--- src/verilog/link_consts.svh ---
`ifndef LINK_CONSTS_SVH
`define LINK_CONSTS_SVH

// cycles to wait for a reply once a frame has left
`define LINK_TIMEOUT 128

// transmissions of one packet before the send fails
`define LINK_RETRY_MAX 16

`define LINK_ADDR_W 8
`define LINK_LEN_W 4

`endif

--- src/verilog/link_pkg.sv ---
`include "link_consts.svh"

package link_pkg;

    typedef enum logic [3:0] {
        INIT   = 4'd0,
        ACK    = 4'd1,
        NAK    = 4'd2,
        STL    = 4'd3,
        DIDX   = 4'd5,
        DPARAM = 4'd6,
        DDIDX  = 4'd7,
        DLINK  = 4'd8,
        DTYPE  = 4'd9,
        DTEMP  = 4'd10,
        DATA0  = 4'd13,
        DATA1  = 4'd14,
        ERROR  = 4'd15
    } bag_type_e;

    // first word of every frame, sent high byte first
    typedef union packed {
        struct packed {
            bag_type_e              btype;
            logic [`LINK_LEN_W-1:0]  len;
            logic [`LINK_ADDR_W-1:0] addr;
        } data_hdr;
        struct packed {
            bag_type_e              btype;
            logic [`LINK_LEN_W-1:0]  rsvd;
            logic [`LINK_ADDR_W-1:0] bad_cnt;
        } ctrl_hdr;
    } link_hdr_u;

    // ack, nak and stl frames carry no payload
    function automatic logic is_ctrl_type(bag_type_e t);
        return (t == ACK) || (t == NAK) || (t == STL);
    endfunction

endpackage

--- src/verilog/link_if.sv ---
// controller hands a header to the framer and waits for done
interface tx_frame_if import link_pkg::*; ();

    logic      start;
    link_hdr_u hdr;
    logic      done;

    modport ctrl (
        output start,
        output hdr,
        input  done
    );

    modport framer (
        input  start,
        input  hdr,
        output done
    );

endinterface

// one pulse per received frame, header valid during the pulse
interface rx_frame_if import link_pkg::*; ();

    logic      frame_done;
    link_hdr_u hdr;
    logic      bad;
    bag_type_e hdr_type;

    modport deframer (output frame_done, output hdr, output bad, output hdr_type);

    modport ctrl (input frame_done, input hdr, input bad, input hdr_type);

endinterface

--- src/verilog/frame_rx.sv ---
`include "link_consts.svh"

module frame_rx import link_pkg::*; (
    input  logic                    clk,
    input  logic                    rst,
    rx_frame_if.deframer            fr,
    output logic                    buf_wr_en,
    output logic [`LINK_ADDR_W-1:0] buf_wr_addr,
    output logic [7:0]              buf_wr_data,
    input  logic [7:0]              rx_data,
    input  logic                    rx_valid
);

    localparam int PAD_W = `LINK_ADDR_W - `LINK_LEN_W;

    localparam logic [1:0] S_HDR_H = 2'd0;
    localparam logic [1:0] S_HDR_L = 2'd1;
    localparam logic [1:0] S_PAY   = 2'd2;
    localparam logic [1:0] S_CSUM  = 2'd3;

    logic [1:0]             state;
    link_hdr_u              hdr_r;
    link_hdr_u              hdr_in;
    logic [`LINK_LEN_W-1:0] idx;
    logic [`LINK_LEN_W-1:0] pay_len;
    logic [7:0]             csum;
    logic                   done_r;
    logic                   bad_r;

    // full header as seen while the low byte arrives
    assign hdr_in  = {hdr_r[15:8], rx_data};
    assign pay_len = is_ctrl_type(hdr_in.data_hdr.btype) ? '0 : hdr_in.data_hdr.len;

    assign buf_wr_en   = rx_valid && (state == S_PAY);
    assign buf_wr_addr = hdr_r.data_hdr.addr + {{PAD_W{1'b0}}, idx};
    assign buf_wr_data = rx_data;

    assign fr.frame_done = done_r;
    assign fr.hdr        = hdr_r;
    assign fr.bad        = bad_r;
    assign fr.hdr_type   = bad_r ? ERROR : hdr_r.data_hdr.btype;

    always_ff @(posedge clk or posedge rst) begin
        if (rst) begin
            state  <= S_HDR_H;
            idx    <= '0;
            done_r <= 1'b0;
            bad_r  <= 1'b0;
        end else begin
            done_r <= 1'b0;
            if (rx_valid) begin
                case (state)
                    S_HDR_H:
                        state <= S_HDR_L;
                    S_HDR_L: begin
                        idx   <= '0;
                        state <= (pay_len == '0) ? S_CSUM : S_PAY;
                    end
                    S_PAY: begin
                        idx <= idx + 1'b1;
                        if (idx == hdr_r.data_hdr.len - 1'b1)
                            state <= S_CSUM;
                    end
                    default: begin
                        done_r <= 1'b1;
                        bad_r  <= (rx_data != csum);
                        state  <= S_HDR_H;
                    end
                endcase
            end
        end
    end

    // running xor restarts with the first header byte
    always_ff @(posedge clk) begin
        if (rx_valid) begin
            if (state == S_HDR_H) begin
                hdr_r[15:8] <= rx_data;
                csum        <= rx_data;
            end else if (state == S_HDR_L) begin
                hdr_r[7:0] <= rx_data;
                csum       <= csum ^ rx_data;
            end else if (state == S_PAY) begin
                csum <= csum ^ rx_data;
            end
        end
    end

endmodule

--- src/verilog/frame_tx.sv ---
`include "link_consts.svh"

module frame_tx import link_pkg::*; (
    input  logic                    clk,
    input  logic                    rst,
    tx_frame_if.framer              fr,
    output logic [`LINK_ADDR_W-1:0] buf_addr,
    input  logic [7:0]              buf_data,
    output logic [7:0]              tx_data,
    output logic                    tx_valid,
    input  logic                    tx_ready
);

    localparam int PAD_W = `LINK_ADDR_W - `LINK_LEN_W;

    localparam logic [2:0] S_IDLE  = 3'd0;
    localparam logic [2:0] S_FILL  = 3'd1;
    localparam logic [2:0] S_HDR_H = 3'd2;
    localparam logic [2:0] S_HDR_L = 3'd3;
    localparam logic [2:0] S_PAY   = 3'd4;
    localparam logic [2:0] S_CSUM  = 3'd5;
    localparam logic [2:0] S_DONE  = 3'd6;

    logic [2:0]             state;
    logic [`LINK_LEN_W-1:0] idx;
    logic [`LINK_LEN_W-1:0] idx_nxt;
    logic [`LINK_LEN_W-1:0] pay_len;
    logic [7:0]             csum;
    logic                   xfer;

    assign xfer    = tx_valid && tx_ready;
    assign pay_len = is_ctrl_type(fr.hdr.data_hdr.btype) ? '0 : fr.hdr.data_hdr.len;

    always_comb begin
        idx_nxt = idx;
        if (fr.start)
            idx_nxt = '0;
        else if (state == S_PAY && xfer)
            idx_nxt = idx + 1'b1;
    end

    // address runs one byte ahead so the buffer output is ready without a bubble
    assign buf_addr = fr.hdr.data_hdr.addr + {{PAD_W{1'b0}}, idx_nxt};

    always_comb begin
        case (state)
            S_HDR_H: tx_data = fr.hdr[15:8];
            S_HDR_L: tx_data = fr.hdr[7:0];
            S_PAY:   tx_data = buf_data;
            default: tx_data = csum;
        endcase
    end

    assign tx_valid = (state == S_HDR_H) || (state == S_HDR_L) ||
                      (state == S_PAY) || (state == S_CSUM);
    assign fr.done  = (state == S_DONE);

    always_ff @(posedge clk or posedge rst) begin
        if (rst) begin
            state <= S_IDLE;
            idx   <= '0;
        end else begin
            idx <= idx_nxt;
            case (state)
                S_IDLE: begin
                    if (fr.start)
                        state <= S_FILL;
                end
                S_FILL:
                    state <= S_HDR_H;
                S_HDR_H: begin
                    if (xfer)
                        state <= S_HDR_L;
                end
                S_HDR_L: begin
                    if (xfer)
                        state <= (pay_len == '0) ? S_CSUM : S_PAY;
                end
                S_PAY: begin
                    if (xfer && idx == pay_len - 1'b1)
                        state <= S_CSUM;
                end
                S_CSUM: begin
                    if (xfer)
                        state <= S_DONE;
                end
                default:
                    state <= S_IDLE;
            endcase
        end
    end

    always_ff @(posedge clk) begin
        if (fr.start)
            csum <= '0;
        else if (xfer && state != S_CSUM)
            csum <= csum ^ tx_data;
    end

endmodule

--- src/verilog/link_buf.sv ---
`include "link_consts.svh"

module link_buf (
    input  logic                    clk,
    input  logic                    wr_en,
    input  logic [`LINK_ADDR_W-1:0] wr_addr,
    input  logic [7:0]              wr_data,
    input  logic [`LINK_ADDR_W-1:0] rd_addr,
    output logic [7:0]              rd_data
);

    logic [7:0] mem [0:(1 << `LINK_ADDR_W) - 1];

    // read returns old data on a same-address write
    always_ff @(posedge clk) begin
        if (wr_en)
            mem[wr_addr] <= wr_data;
        rd_data <= mem[rd_addr];
    end

endmodule

--- src/verilog/link_ctrl.sv ---
`include "link_consts.svh"

module link_ctrl import link_pkg::*; (
    input  logic                    clk,
    input  logic                    rst,
    tx_frame_if.ctrl                tx,
    rx_frame_if.ctrl                rx,
    input  logic                    send_req,
    input  bag_type_e               send_btype,
    input  logic [`LINK_LEN_W-1:0]  send_len,
    input  logic [`LINK_ADDR_W-1:0] send_addr,
    output logic                    send_done,
    output logic                    send_ok,
    output logic                    read_valid,
    input  logic                    read_ack,
    output bag_type_e               read_btype,
    output logic [`LINK_LEN_W-1:0]  read_len,
    output logic [`LINK_ADDR_W-1:0] read_addr
);

    localparam int TMO_W = $clog2(`LINK_TIMEOUT);
    localparam int TRY_W = $clog2(`LINK_RETRY_MAX + 1);
    localparam logic [TMO_W-1:0] TMO_LAST = TMO_W'(`LINK_TIMEOUT - 1);
    localparam logic [TRY_W-1:0] TRY_LAST = TRY_W'(`LINK_RETRY_MAX);

    localparam logic [2:0] S_IDLE   = 3'd0;
    localparam logic [2:0] S_START  = 3'd1;
    localparam logic [2:0] S_BUSY   = 3'd2;
    localparam logic [2:0] S_WAIT   = 3'd3;
    localparam logic [2:0] S_DONE   = 3'd4;
    localparam logic [2:0] S_RSTART = 3'd5;
    localparam logic [2:0] S_RBUSY  = 3'd6;
    localparam logic [2:0] S_NOTIFY = 3'd7;

    logic [2:0]              state;
    logic [TMO_W-1:0]        timer;
    logic [TRY_W-1:0]        tries;
    logic                    seq;
    logic                    req_data0;
    logic                    rx_bad_l;
    logic [`LINK_ADDR_W-1:0] bad_cnt;
    logic [`LINK_ADDR_W-1:0] bad_cnt_nxt;
    link_hdr_u               tx_hdr;
    bag_type_e               send_type;
    logic                    rx_take;

    assign send_type   = (send_btype == DATA0 && seq) ? DATA1 : send_btype;
    // data frames are only answered while nothing else is going on
    assign rx_take     = (state == S_IDLE) && !send_req && rx.frame_done &&
                         !is_ctrl_type(rx.hdr_type);
    assign bad_cnt_nxt = rx.bad ? bad_cnt + 1'b1 : '0;

    assign tx.start   = (state == S_START) || (state == S_RSTART);
    assign tx.hdr     = tx_hdr;
    assign send_done  = (state == S_DONE);
    assign read_valid = (state == S_NOTIFY);

    always_ff @(posedge clk or posedge rst) begin
        if (rst) begin
            state     <= S_IDLE;
            timer     <= '0;
            tries     <= '0;
            seq       <= 1'b0;
            req_data0 <= 1'b0;
            rx_bad_l  <= 1'b0;
            bad_cnt   <= '0;
            send_ok   <= 1'b0;
        end else begin
            case (state)
                S_IDLE: begin
                    if (send_req) begin
                        req_data0 <= (send_btype == DATA0);
                        tries     <= '0;
                        send_ok   <= 1'b0;
                        state     <= S_START;
                    end else if (rx_take) begin
                        rx_bad_l <= rx.bad;
                        bad_cnt  <= bad_cnt_nxt;
                        state    <= S_RSTART;
                    end
                end
                S_START: begin
                    tries <= tries + 1'b1;
                    state <= S_BUSY;
                end
                S_BUSY: begin
                    timer <= '0;
                    if (tx.done)
                        state <= S_WAIT;
                end
                S_WAIT: begin
                    timer <= timer + 1'b1;
                    if (rx.frame_done && rx.hdr_type == ACK) begin
                        send_ok <= 1'b1;
                        state   <= S_DONE;
                    end else if (rx.frame_done && rx.hdr_type == STL) begin
                        timer <= '0;
                    end else if (rx.frame_done && (rx.hdr_type == NAK || rx.hdr_type == ERROR)) begin
                        state <= (tries == TRY_LAST) ? S_DONE : S_START;
                    end else if (timer == TMO_LAST) begin
                        state <= S_DONE;
                    end
                end
                S_DONE: begin
                    if (!send_req) begin
                        if (req_data0)
                            seq <= ~seq;
                        state <= S_IDLE;
                    end
                end
                S_RSTART:
                    state <= S_RBUSY;
                S_RBUSY: begin
                    if (tx.done)
                        state <= rx_bad_l ? S_IDLE : S_NOTIFY;
                end
                default: begin
                    if (read_ack)
                        state <= S_IDLE;
                end
            endcase
        end
    end

    // outgoing header and host read fields
    always_ff @(posedge clk) begin
        if (state == S_IDLE && send_req) begin
            tx_hdr.data_hdr.btype <= send_type;
            tx_hdr.data_hdr.len   <= send_len;
            tx_hdr.data_hdr.addr  <= send_addr;
        end else if (rx_take) begin
            tx_hdr.ctrl_hdr.btype   <= rx.bad ? NAK : ACK;
            tx_hdr.ctrl_hdr.rsvd    <= '0;
            tx_hdr.ctrl_hdr.bad_cnt <= bad_cnt_nxt;
            read_btype <= rx.hdr.data_hdr.btype;
            read_len   <= rx.hdr.data_hdr.len;
            read_addr  <= rx.hdr.data_hdr.addr;
        end
    end

endmodule

--- src/verilog/link_top.sv ---
`include "link_consts.svh"

module link_top import link_pkg::*; (
    input  logic                    clk,
    input  logic                    rst,
    input  logic                    send_req,
    input  bag_type_e               send_btype,
    input  logic [`LINK_LEN_W-1:0]  send_len,
    input  logic [`LINK_ADDR_W-1:0] send_addr,
    output logic                    send_done,
    output logic                    send_ok,
    output logic                    read_valid,
    input  logic                    read_ack,
    output bag_type_e               read_btype,
    output logic [`LINK_LEN_W-1:0]  read_len,
    output logic [`LINK_ADDR_W-1:0] read_addr,
    input  logic                    host_tx_wr_en,
    input  logic [`LINK_ADDR_W-1:0] host_tx_addr,
    input  logic [7:0]              host_tx_wdata,
    input  logic [`LINK_ADDR_W-1:0] host_rx_addr,
    output logic [7:0]              host_rx_rdata,
    output logic [7:0]              tx_data,
    output logic                    tx_valid,
    input  logic                    tx_ready,
    input  logic [7:0]              rx_data,
    input  logic                    rx_valid
);

    logic [`LINK_ADDR_W-1:0] tx_buf_addr;
    logic [7:0]              tx_buf_data;
    logic                    rx_buf_wr_en;
    logic [`LINK_ADDR_W-1:0] rx_buf_wr_addr;
    logic [7:0]              rx_buf_wr_data;

    tx_frame_if txf ();
    rx_frame_if rxf ();

    // host fills this one, framer drains it
    link_buf u_tx_buf (
        .clk     (clk),
        .wr_en   (host_tx_wr_en),
        .wr_addr (host_tx_addr),
        .wr_data (host_tx_wdata),
        .rd_addr (tx_buf_addr),
        .rd_data (tx_buf_data)
    );

    link_buf u_rx_buf (
        .clk     (clk),
        .wr_en   (rx_buf_wr_en),
        .wr_addr (rx_buf_wr_addr),
        .wr_data (rx_buf_wr_data),
        .rd_addr (host_rx_addr),
        .rd_data (host_rx_rdata)
    );

    frame_tx u_frame_tx (
        .clk      (clk),
        .rst      (rst),
        .fr       (txf),
        .buf_addr (tx_buf_addr),
        .buf_data (tx_buf_data),
        .tx_data  (tx_data),
        .tx_valid (tx_valid),
        .tx_ready (tx_ready)
    );

    frame_rx u_frame_rx (
        .clk         (clk),
        .rst         (rst),
        .fr          (rxf),
        .buf_wr_en   (rx_buf_wr_en),
        .buf_wr_addr (rx_buf_wr_addr),
        .buf_wr_data (rx_buf_wr_data),
        .rx_data     (rx_data),
        .rx_valid    (rx_valid)
    );

    link_ctrl u_ctrl (
        .clk        (clk),
        .rst        (rst),
        .tx         (txf),
        .rx         (rxf),
        .send_req   (send_req),
        .send_btype (send_btype),
        .send_len   (send_len),
        .send_addr  (send_addr),
        .send_done  (send_done),
        .send_ok    (send_ok),
        .read_valid (read_valid),
        .read_ack   (read_ack),
        .read_btype (read_btype),
        .read_len   (read_len),
        .read_addr  (read_addr)
    );

endmodule
--- config.mk ---
export PLATFORM = sky130hd
export DESIGN_NAME = link_top
export DESIGN_NICKNAME = d
export VERILOG_FILES = /design/src/verilog/link_pkg.sv /design/src/verilog/link_if.sv /design/src/verilog/frame_rx.sv /design/src/verilog/frame_tx.sv /design/src/verilog/link_buf.sv /design/src/verilog/link_ctrl.sv /design/src/verilog/link_top.sv
export VERILOG_INCLUDE_DIRS = /design/src /design/src/verilog
export SDC_FILE = /design/constraint.sdc
export NUM_CORES = 2
export LEC_CHECK = 0
export ABC_CLOCK_PERIOD_IN_PS = 7090
export BUFFER_PORTS_ARGS = -buffer_cell sky130_fd_sc_hd__buf_2
export CORE_ASPECT_RATIO = 1.25
export CORE_MARGIN = 4
export CORE_UTILIZATION = 30
export DETAILED_ROUTE_END_ITERATION = 8
export HOLD_SLACK_MARGIN = 0.08
export SETUP_SLACK_MARGIN = 0.02
export SYNTH_ARGS = -nofsm -noshare
export SYNTH_HDL_FRONTEND = slang
export SYNTH_SLANG_ARGS = --single-unit
--- constraint.sdc ---
create_clock -name clk -period 7.09 [get_ports clk]
set_input_delay 0.3545 -clock clk [delete_from_list [all_inputs] [get_ports clk]]
set_output_delay 0.3545 -clock clk [all_outputs]
set_load 0.02 [all_outputs]
Yosys cells after proc, flatten, opt, wreduce, memory -nomap -nowiden
Memory sizes are Yosys's and may differ from the RTL's. A register that Yosys moved wholly into a read port is not among the register bits.
Cells that the tools add are included.
Widths: inputs -> output; s select.
Cells by class
  $add $sub $neg: 9
  equality and inequality tests: 46
  muxes and demuxes: 52
  bitwise gates (word level): 7
  reduce and logical (&&, ||, !) cells: 53
Operators by type and width (number)
  $mux 3: 17
  $mux 16: 2
  $mux 8: 4
  $eq 4x2->1 const B: 6
  $mux 4: 6
  $pmux 8 s3: 1
  $eq 3x3->1 const B: 7
  $pmux 3 s7: 1
  $pmux 3 s6: 1
  $add 8x4->8: 2
  $reduce_and 2->1: 8
  $xor 8x8->8: 2
  $mux 7: 2
  $pmux 7 s2: 1
  $logic_and 1x1->1: 13
  $eq 3x2->1 const B: 4
  $eq 4x1->1 const B: 3
  $ne 2x2->1 const B: 6
  $reduce_and 3->1: 4
  $logic_or 1x1->1: 11
  $mux 1: 10
  $ne 2x1->1 const B: 5
  $pmux 5 s2: 1
  $reduce_bool 2->1: 5
  other kinds (31): 45
Storage, ports and cells
  register bits after elaboration: 106
  memory bits (writable): 4096
  output and inout bits: 36
  memories: 2
Memory list
  u_rx_buf.mem: depth 256, bits a word 8, read ports 1, clocked after memory_dff 1, write ports 1, line link_buf.sv:12  | logic [7:0] mem [0:(1 << `LINK_ADDR_W) - 1];
  u_tx_buf.mem: depth 256, bits a word 8, read ports 1, clocked after memory_dff 1, write ports 1, line link_buf.sv:12

Longest topological paths before layout
  word-level depth: 9
  mapped depth: 21

By module
A second synthesis with hierarchy kept.
Unflattened totals
  cell total of the unflattened synthesis: 8025
  area, all modules: 165013.3 sq um
Modules (own cells, without submodules)
  link_buf: times used 2, cells each 3733, area each 79556.3 sq um, seq. area each 61659.1 sq um
  link_ctrl: times used 1, cells each 247, area each 2765.2 sq um, seq. area each 1636.6 sq um
  frame_rx: times used 1, cells each 161, area each 1839.3 sq um, seq. area each 920.9 sq um
  frame_tx: times used 1, cells each 151, area each 1296.2 sq um, seq. area each 335.3 sq um

Worst setup path after synthesis
OpenSTA, ideal clock, no wires.
  kind: register -> register
  from: register u_frame_tx.state[2]
  to: register u_tx_buf.rd_data[6] (read register of u_tx_buf.mem)
  setup time: 139 ps
  arrival time: 4136 ps
  slack: 2815 ps
  cell stages (with the launch flop): 17
  buffers on the path: 5
  cell sequence: dfrtp_1 clkbuf_1 nand2b_1 nor3_1 xnor2_1 nor2_1 ha_1 inv_1 fa_1 buf_2 buf_2 buf_1 clkbuf_1 mux4_2 mux4_2 o2111ai_1 o311ai_2
On the way
  word-level cells in the longest chain between the ends: 9
  elaborated cells between the ends (all ways): 12
  those cells by class: add/sub: 1; eq/ne: 4; mux: 2; reduce/logical: 5
Ends and longest elaborated chain
  from (decl): line frame_tx.sv:24  | logic [2:0] state;
  from (signal assigned): line frame_tx.sv:77  | state <= (pay_len == '0) ? S_CSUM : S_PAY;
  $eq 3x2->1: line frame_tx.sv:54  | assign tx_valid = (state == S_HDR_H) || (state == S_HDR_L) ||
  $logic_or 1x1->1 (2 in a row): line frame_tx.sv:54
  $logic_or 1x1->1: line frame_tx.sv:55  | (state == S_PAY) || (state == S_CSUM);
  $logic_and 1x1->1: line frame_tx.sv:31  | assign xfer = tx_valid && tx_ready;
  $logic_and 1x1->1 *: line frame_tx.sv:38  | else if (state == S_PAY && xfer)
  $mux 4 *: line frame_tx.sv:38
  $mux 4 *: line frame_tx.sv:36  | if (fr.start)
  named net u_frame_tx.idx_nxt[0]: line frame_tx.sv:26  | logic [`LINK_LEN_W-1:0] idx_nxt;
  $add 8x4->8 *: line frame_tx.sv:43  | assign buf_addr = fr.hdr.data_hdr.addr + {{PAD_W{1'b0}}, idx_nxt};
  to (decl): line link_buf.sv:9  | output logic [7:0] rd_data
The timed path passes the listed nets; every way through them passes the cells marked *.
A chain may end at the register's enable or synchronous reset.

Worst setup path in the final report
  from: register u_frame_tx.state[1]
  to: register u_tx_buf.rd_data[4] (read register of u_tx_buf.mem)
The elaborated chain is that of the path after synthesis.

==> metrics <==
status complete, but fails checks; failing checks max-capacitance violations; Total GRT Usage 0.144; yosys warns 0; Final #Nets 7814; library cells used by synthesis 86; Syn Nets 7537; core box area 0.546 mm^2; Num CTS Buffers between 400 and 500; Vias a little under 80000; Worst IR Drop VDD 238 uV; crit path max fanout 18; Worst R2R Setup Slack 1250 ps; CP Depth 14; Req. time, crit path ~8000 ps; Critical Path, Cell by Cell nand2b_1 -> nor3_1 -> xnor2_1 -> nor2_1 -> ha_4 -> inv_1 -> fa_4 -> nor2b_4 -> o31a_1 -> xor2_4 -> nand3_1 -> a211oi_1 -> a2111o_1 -> nor4_1; Max Clock Skew about 190 ps; Hold Crit Class in2reg; First-pass DRT Iterations 6; Seq cells post-synth 4218; worst skew pair latency 1030 ps; total routed wirelength between 400000 and 500000 um; FF-to-FF End u_tx_buf.rd_data[4]$_DFF_P_; Top FF cell, synth edfxtp_1; FP Rows 303; fmax between 150 and 200 MHz; cts hold-fix bufs 46; 1st-iter DRT viols 8585; share of post-route cells with drive strength above 1 0.260; average size of a mapped cell 22.0 um^2; Layout area overhead 14.1%; commonest non-fill, non-tap cell in the layout edfxtp_1; die width 670 um; Tightest Pin Transition 1460 ps; Min Hold Slack 147 ps; CTS tree built; clk slew on worst S/H paths approximately 60 ps; Worst path slowest cell a211oi_1; Final Max Slew Viols 0; DIE AREA 0.560 mm^2; Rel. slew slack 0.0212; Max Cap Violations 1; Root Driver clkbuf_16; CTS sink cnt ~4200; reg2reg path depth 14; Initial Utilization 0.301; initial antenna violation count 25; Syn Std Cell Area 0.164 mm^2; RePlAce Congestion 0.870; vias in the first global route 80600; Sum Neg Setup Slack 0 ps; first-pass GRT wire length 597000 um; pin count of the biggest net entering global routing 189; Crit path arrival time 6710 ps; Largest stage delay, worst path ~950 ps; htree depth 5; Residual DRC 0; crit end category flop; Die Span Y 836 um; DR WL/cell 27.3 um; dpl hpwl 259000 um; Hold Path Depth 1; final hold violations 0; io pins 91; Async SR Flop Fraction 0.00996; CP Buf/Inv Count 1; postcts setup bufs 0; fin crit share 0.824; unrepaired setup endpoints after global routing no; EDFF count, synth 4152; CP delay by family, top simple AND/OR/NAND/NOR gates; P per Cell Area 317 mW/mm^2; critical path class reg2reg; Seq/Total Area, Yosys 0.768; Resize count post-CTS 0; worst reg2reg startpoint u_frame_tx.state[1]$_DFFE_PP0P_; DR vias/cell 5.10; Port Buffers 90; Min-Delay Startpoint rx_data[7]; most frequent cells in the layout edfxtp_1 (4152), mux4_2 (1210), nor2_1 (559); min cycle time layout 5840 ps; CP Launch Type flop; final setup vio count 0; grt total ovfl 0; Lkg Pwr 56.8 nW; Mapped Cells 7460; Hold Path End u_rx_buf.mem[164][7]$_DFFE_PP_; maximum root-to-sink buffer count 4; post-route ant nets 0
==> worst register-to-register path: stages, from the launching register on <==
cell,delay (ps)
dfrtp_1,460
nand2b_1,240
nor3_1,570
xnor2_1,160
nor2_1,240
ha_4,190
inv_1,50
fa_4,520
nor2b_4,170
o31a_1,300
xor2_4,890
nand3_1,660
a211oi_1,950
a2111o_1,300
nor4_1,80
==> report_power, final <==
group / leakage [nW] / switching, mW / internal (mW)
Combinational: 12.2 / 5.72 / 4.14
Sequential: 38.1 / 0.286 / 27.6
Clock: 6.49 / 9.53 / 12.1
Total: 56.8 / 15.5 / 43.9
==> registers in the layout, summed over array words and instances, names as in the netlist, 5 cells and up <==
signal and flops:
u_rx_buf.mem 2048, u_tx_buf.mem 2048, u_ctrl.tx.hdr 16, u_frame_rx.fr.hdr 16
u_ctrl.bad_cnt 8, u_ctrl.read_addr 8, u_frame_rx.csum 8, u_frame_tx.csum 8
u_rx_buf.rd_data 8, u_tx_buf.rd_data 8, u_ctrl.timer 7, u_ctrl.tries 5
==> layer usage <==
layer / vias up / routed length (um) / GRT usage
li1: 31900 / - / -
met1: 42100 / 155000 / 0.178
met2: 3155 / 214000 / 0.250
met3: 709 / 30700 / 0.0291
met4: 10 / 17100 / 0.0529
met5: - / 61 / 0
==> how the worst max path moves through the flow <==
stage / end / slack [ps] / from
finish: u_tx_buf.rd_data[4]$_DFF_P_ / 1250 / u_frame_tx.state[1]$_DFFE_PP0P_
global route: u_tx_buf.rd_data[4]$_DFF_P_ / 1210 / u_frame_tx.state[2]$_DFFE_PP0P_
CTS: u_tx_buf.rd_data[6]$_DFF_P_ / 1510 / u_frame_tx.state[1]$_DFFE_PP0P_
detailed placement: u_tx_buf.rd_data[6]$_DFF_P_ / 1430 / u_frame_tx.state[1]$_DFFE_PP0P_
global placement: u_tx_buf.rd_data[3]$_DFF_P_ / 810 / tx_ready
floorplan: u_tx_buf.rd_data[6]$_DFF_P_ / 2810 / u_frame_tx.state[2]$_DFFE_PP0P_
==> cell type report <==
type	count	area (um^2)
antenna	18	45.0
clock buffer	507	10800
clock inverter	252	2520
fill	50000	358000
inverter	20	75.1
multi-input combinational	2792	36400
sequential	4218	126000
tap	7167	8970
timing repair buffer	293	2640
==> synthesized netlist by cell type (17+ instances only) <==
master    number  area [um^2]
a31oi_1       19          119
clkbuf_1     230          863
a211oi_1      41          308
and3_1        24          150
a21oi_1       62          310
dfxtp_1       24          480
a22oi_1       29          218
buf_4         33          248
ha_1          20          250
buf_1         57          214
nand3_1       91          455
nand2_1      196          736
xor2_1        23          201
nor2b_1       36          225
o21ai_0       79          395
inv_1         19         71.3
nor3_1        24          120
nor2_1       561         2110
mux2i_1       82          821
xnor2_1       28          245
mux4_2      1210        27300
buf_2        102          510
nand2b_1      17          106
edfxtp_1    4152       125000
a221oi_1      34          298
dfrtp_1       42         1050
==> cell families after synthesis <==
family	Yosys count	synth area share
compound gates	386	0.0165
buf+inv	450	0.0123
xor+xnor	53	0.00291
fa+ha+maj	22	0.00177
flops	4218	0.768
simple gates	1028	0.0274
mux	1303	0.172
==> stage by stage <==
stage          area [um^2]  total power [mW]  utilization  cells  worst slack (ps)
4_1_cts             188000              60.0        0.344  15200              1510
2_1_floorplan       164000              34.7            -   7460              2810
3_5_place_dp        174000              38.4        0.319  14400              1430
6_report            188000              59.4        0.344  15300              1250
3_3_place_gp        174000              38.3        0.319  14400               807
5_1_grt             188000              61.4        0.344  15300              1210
Power figures use the tool's default switching activity.
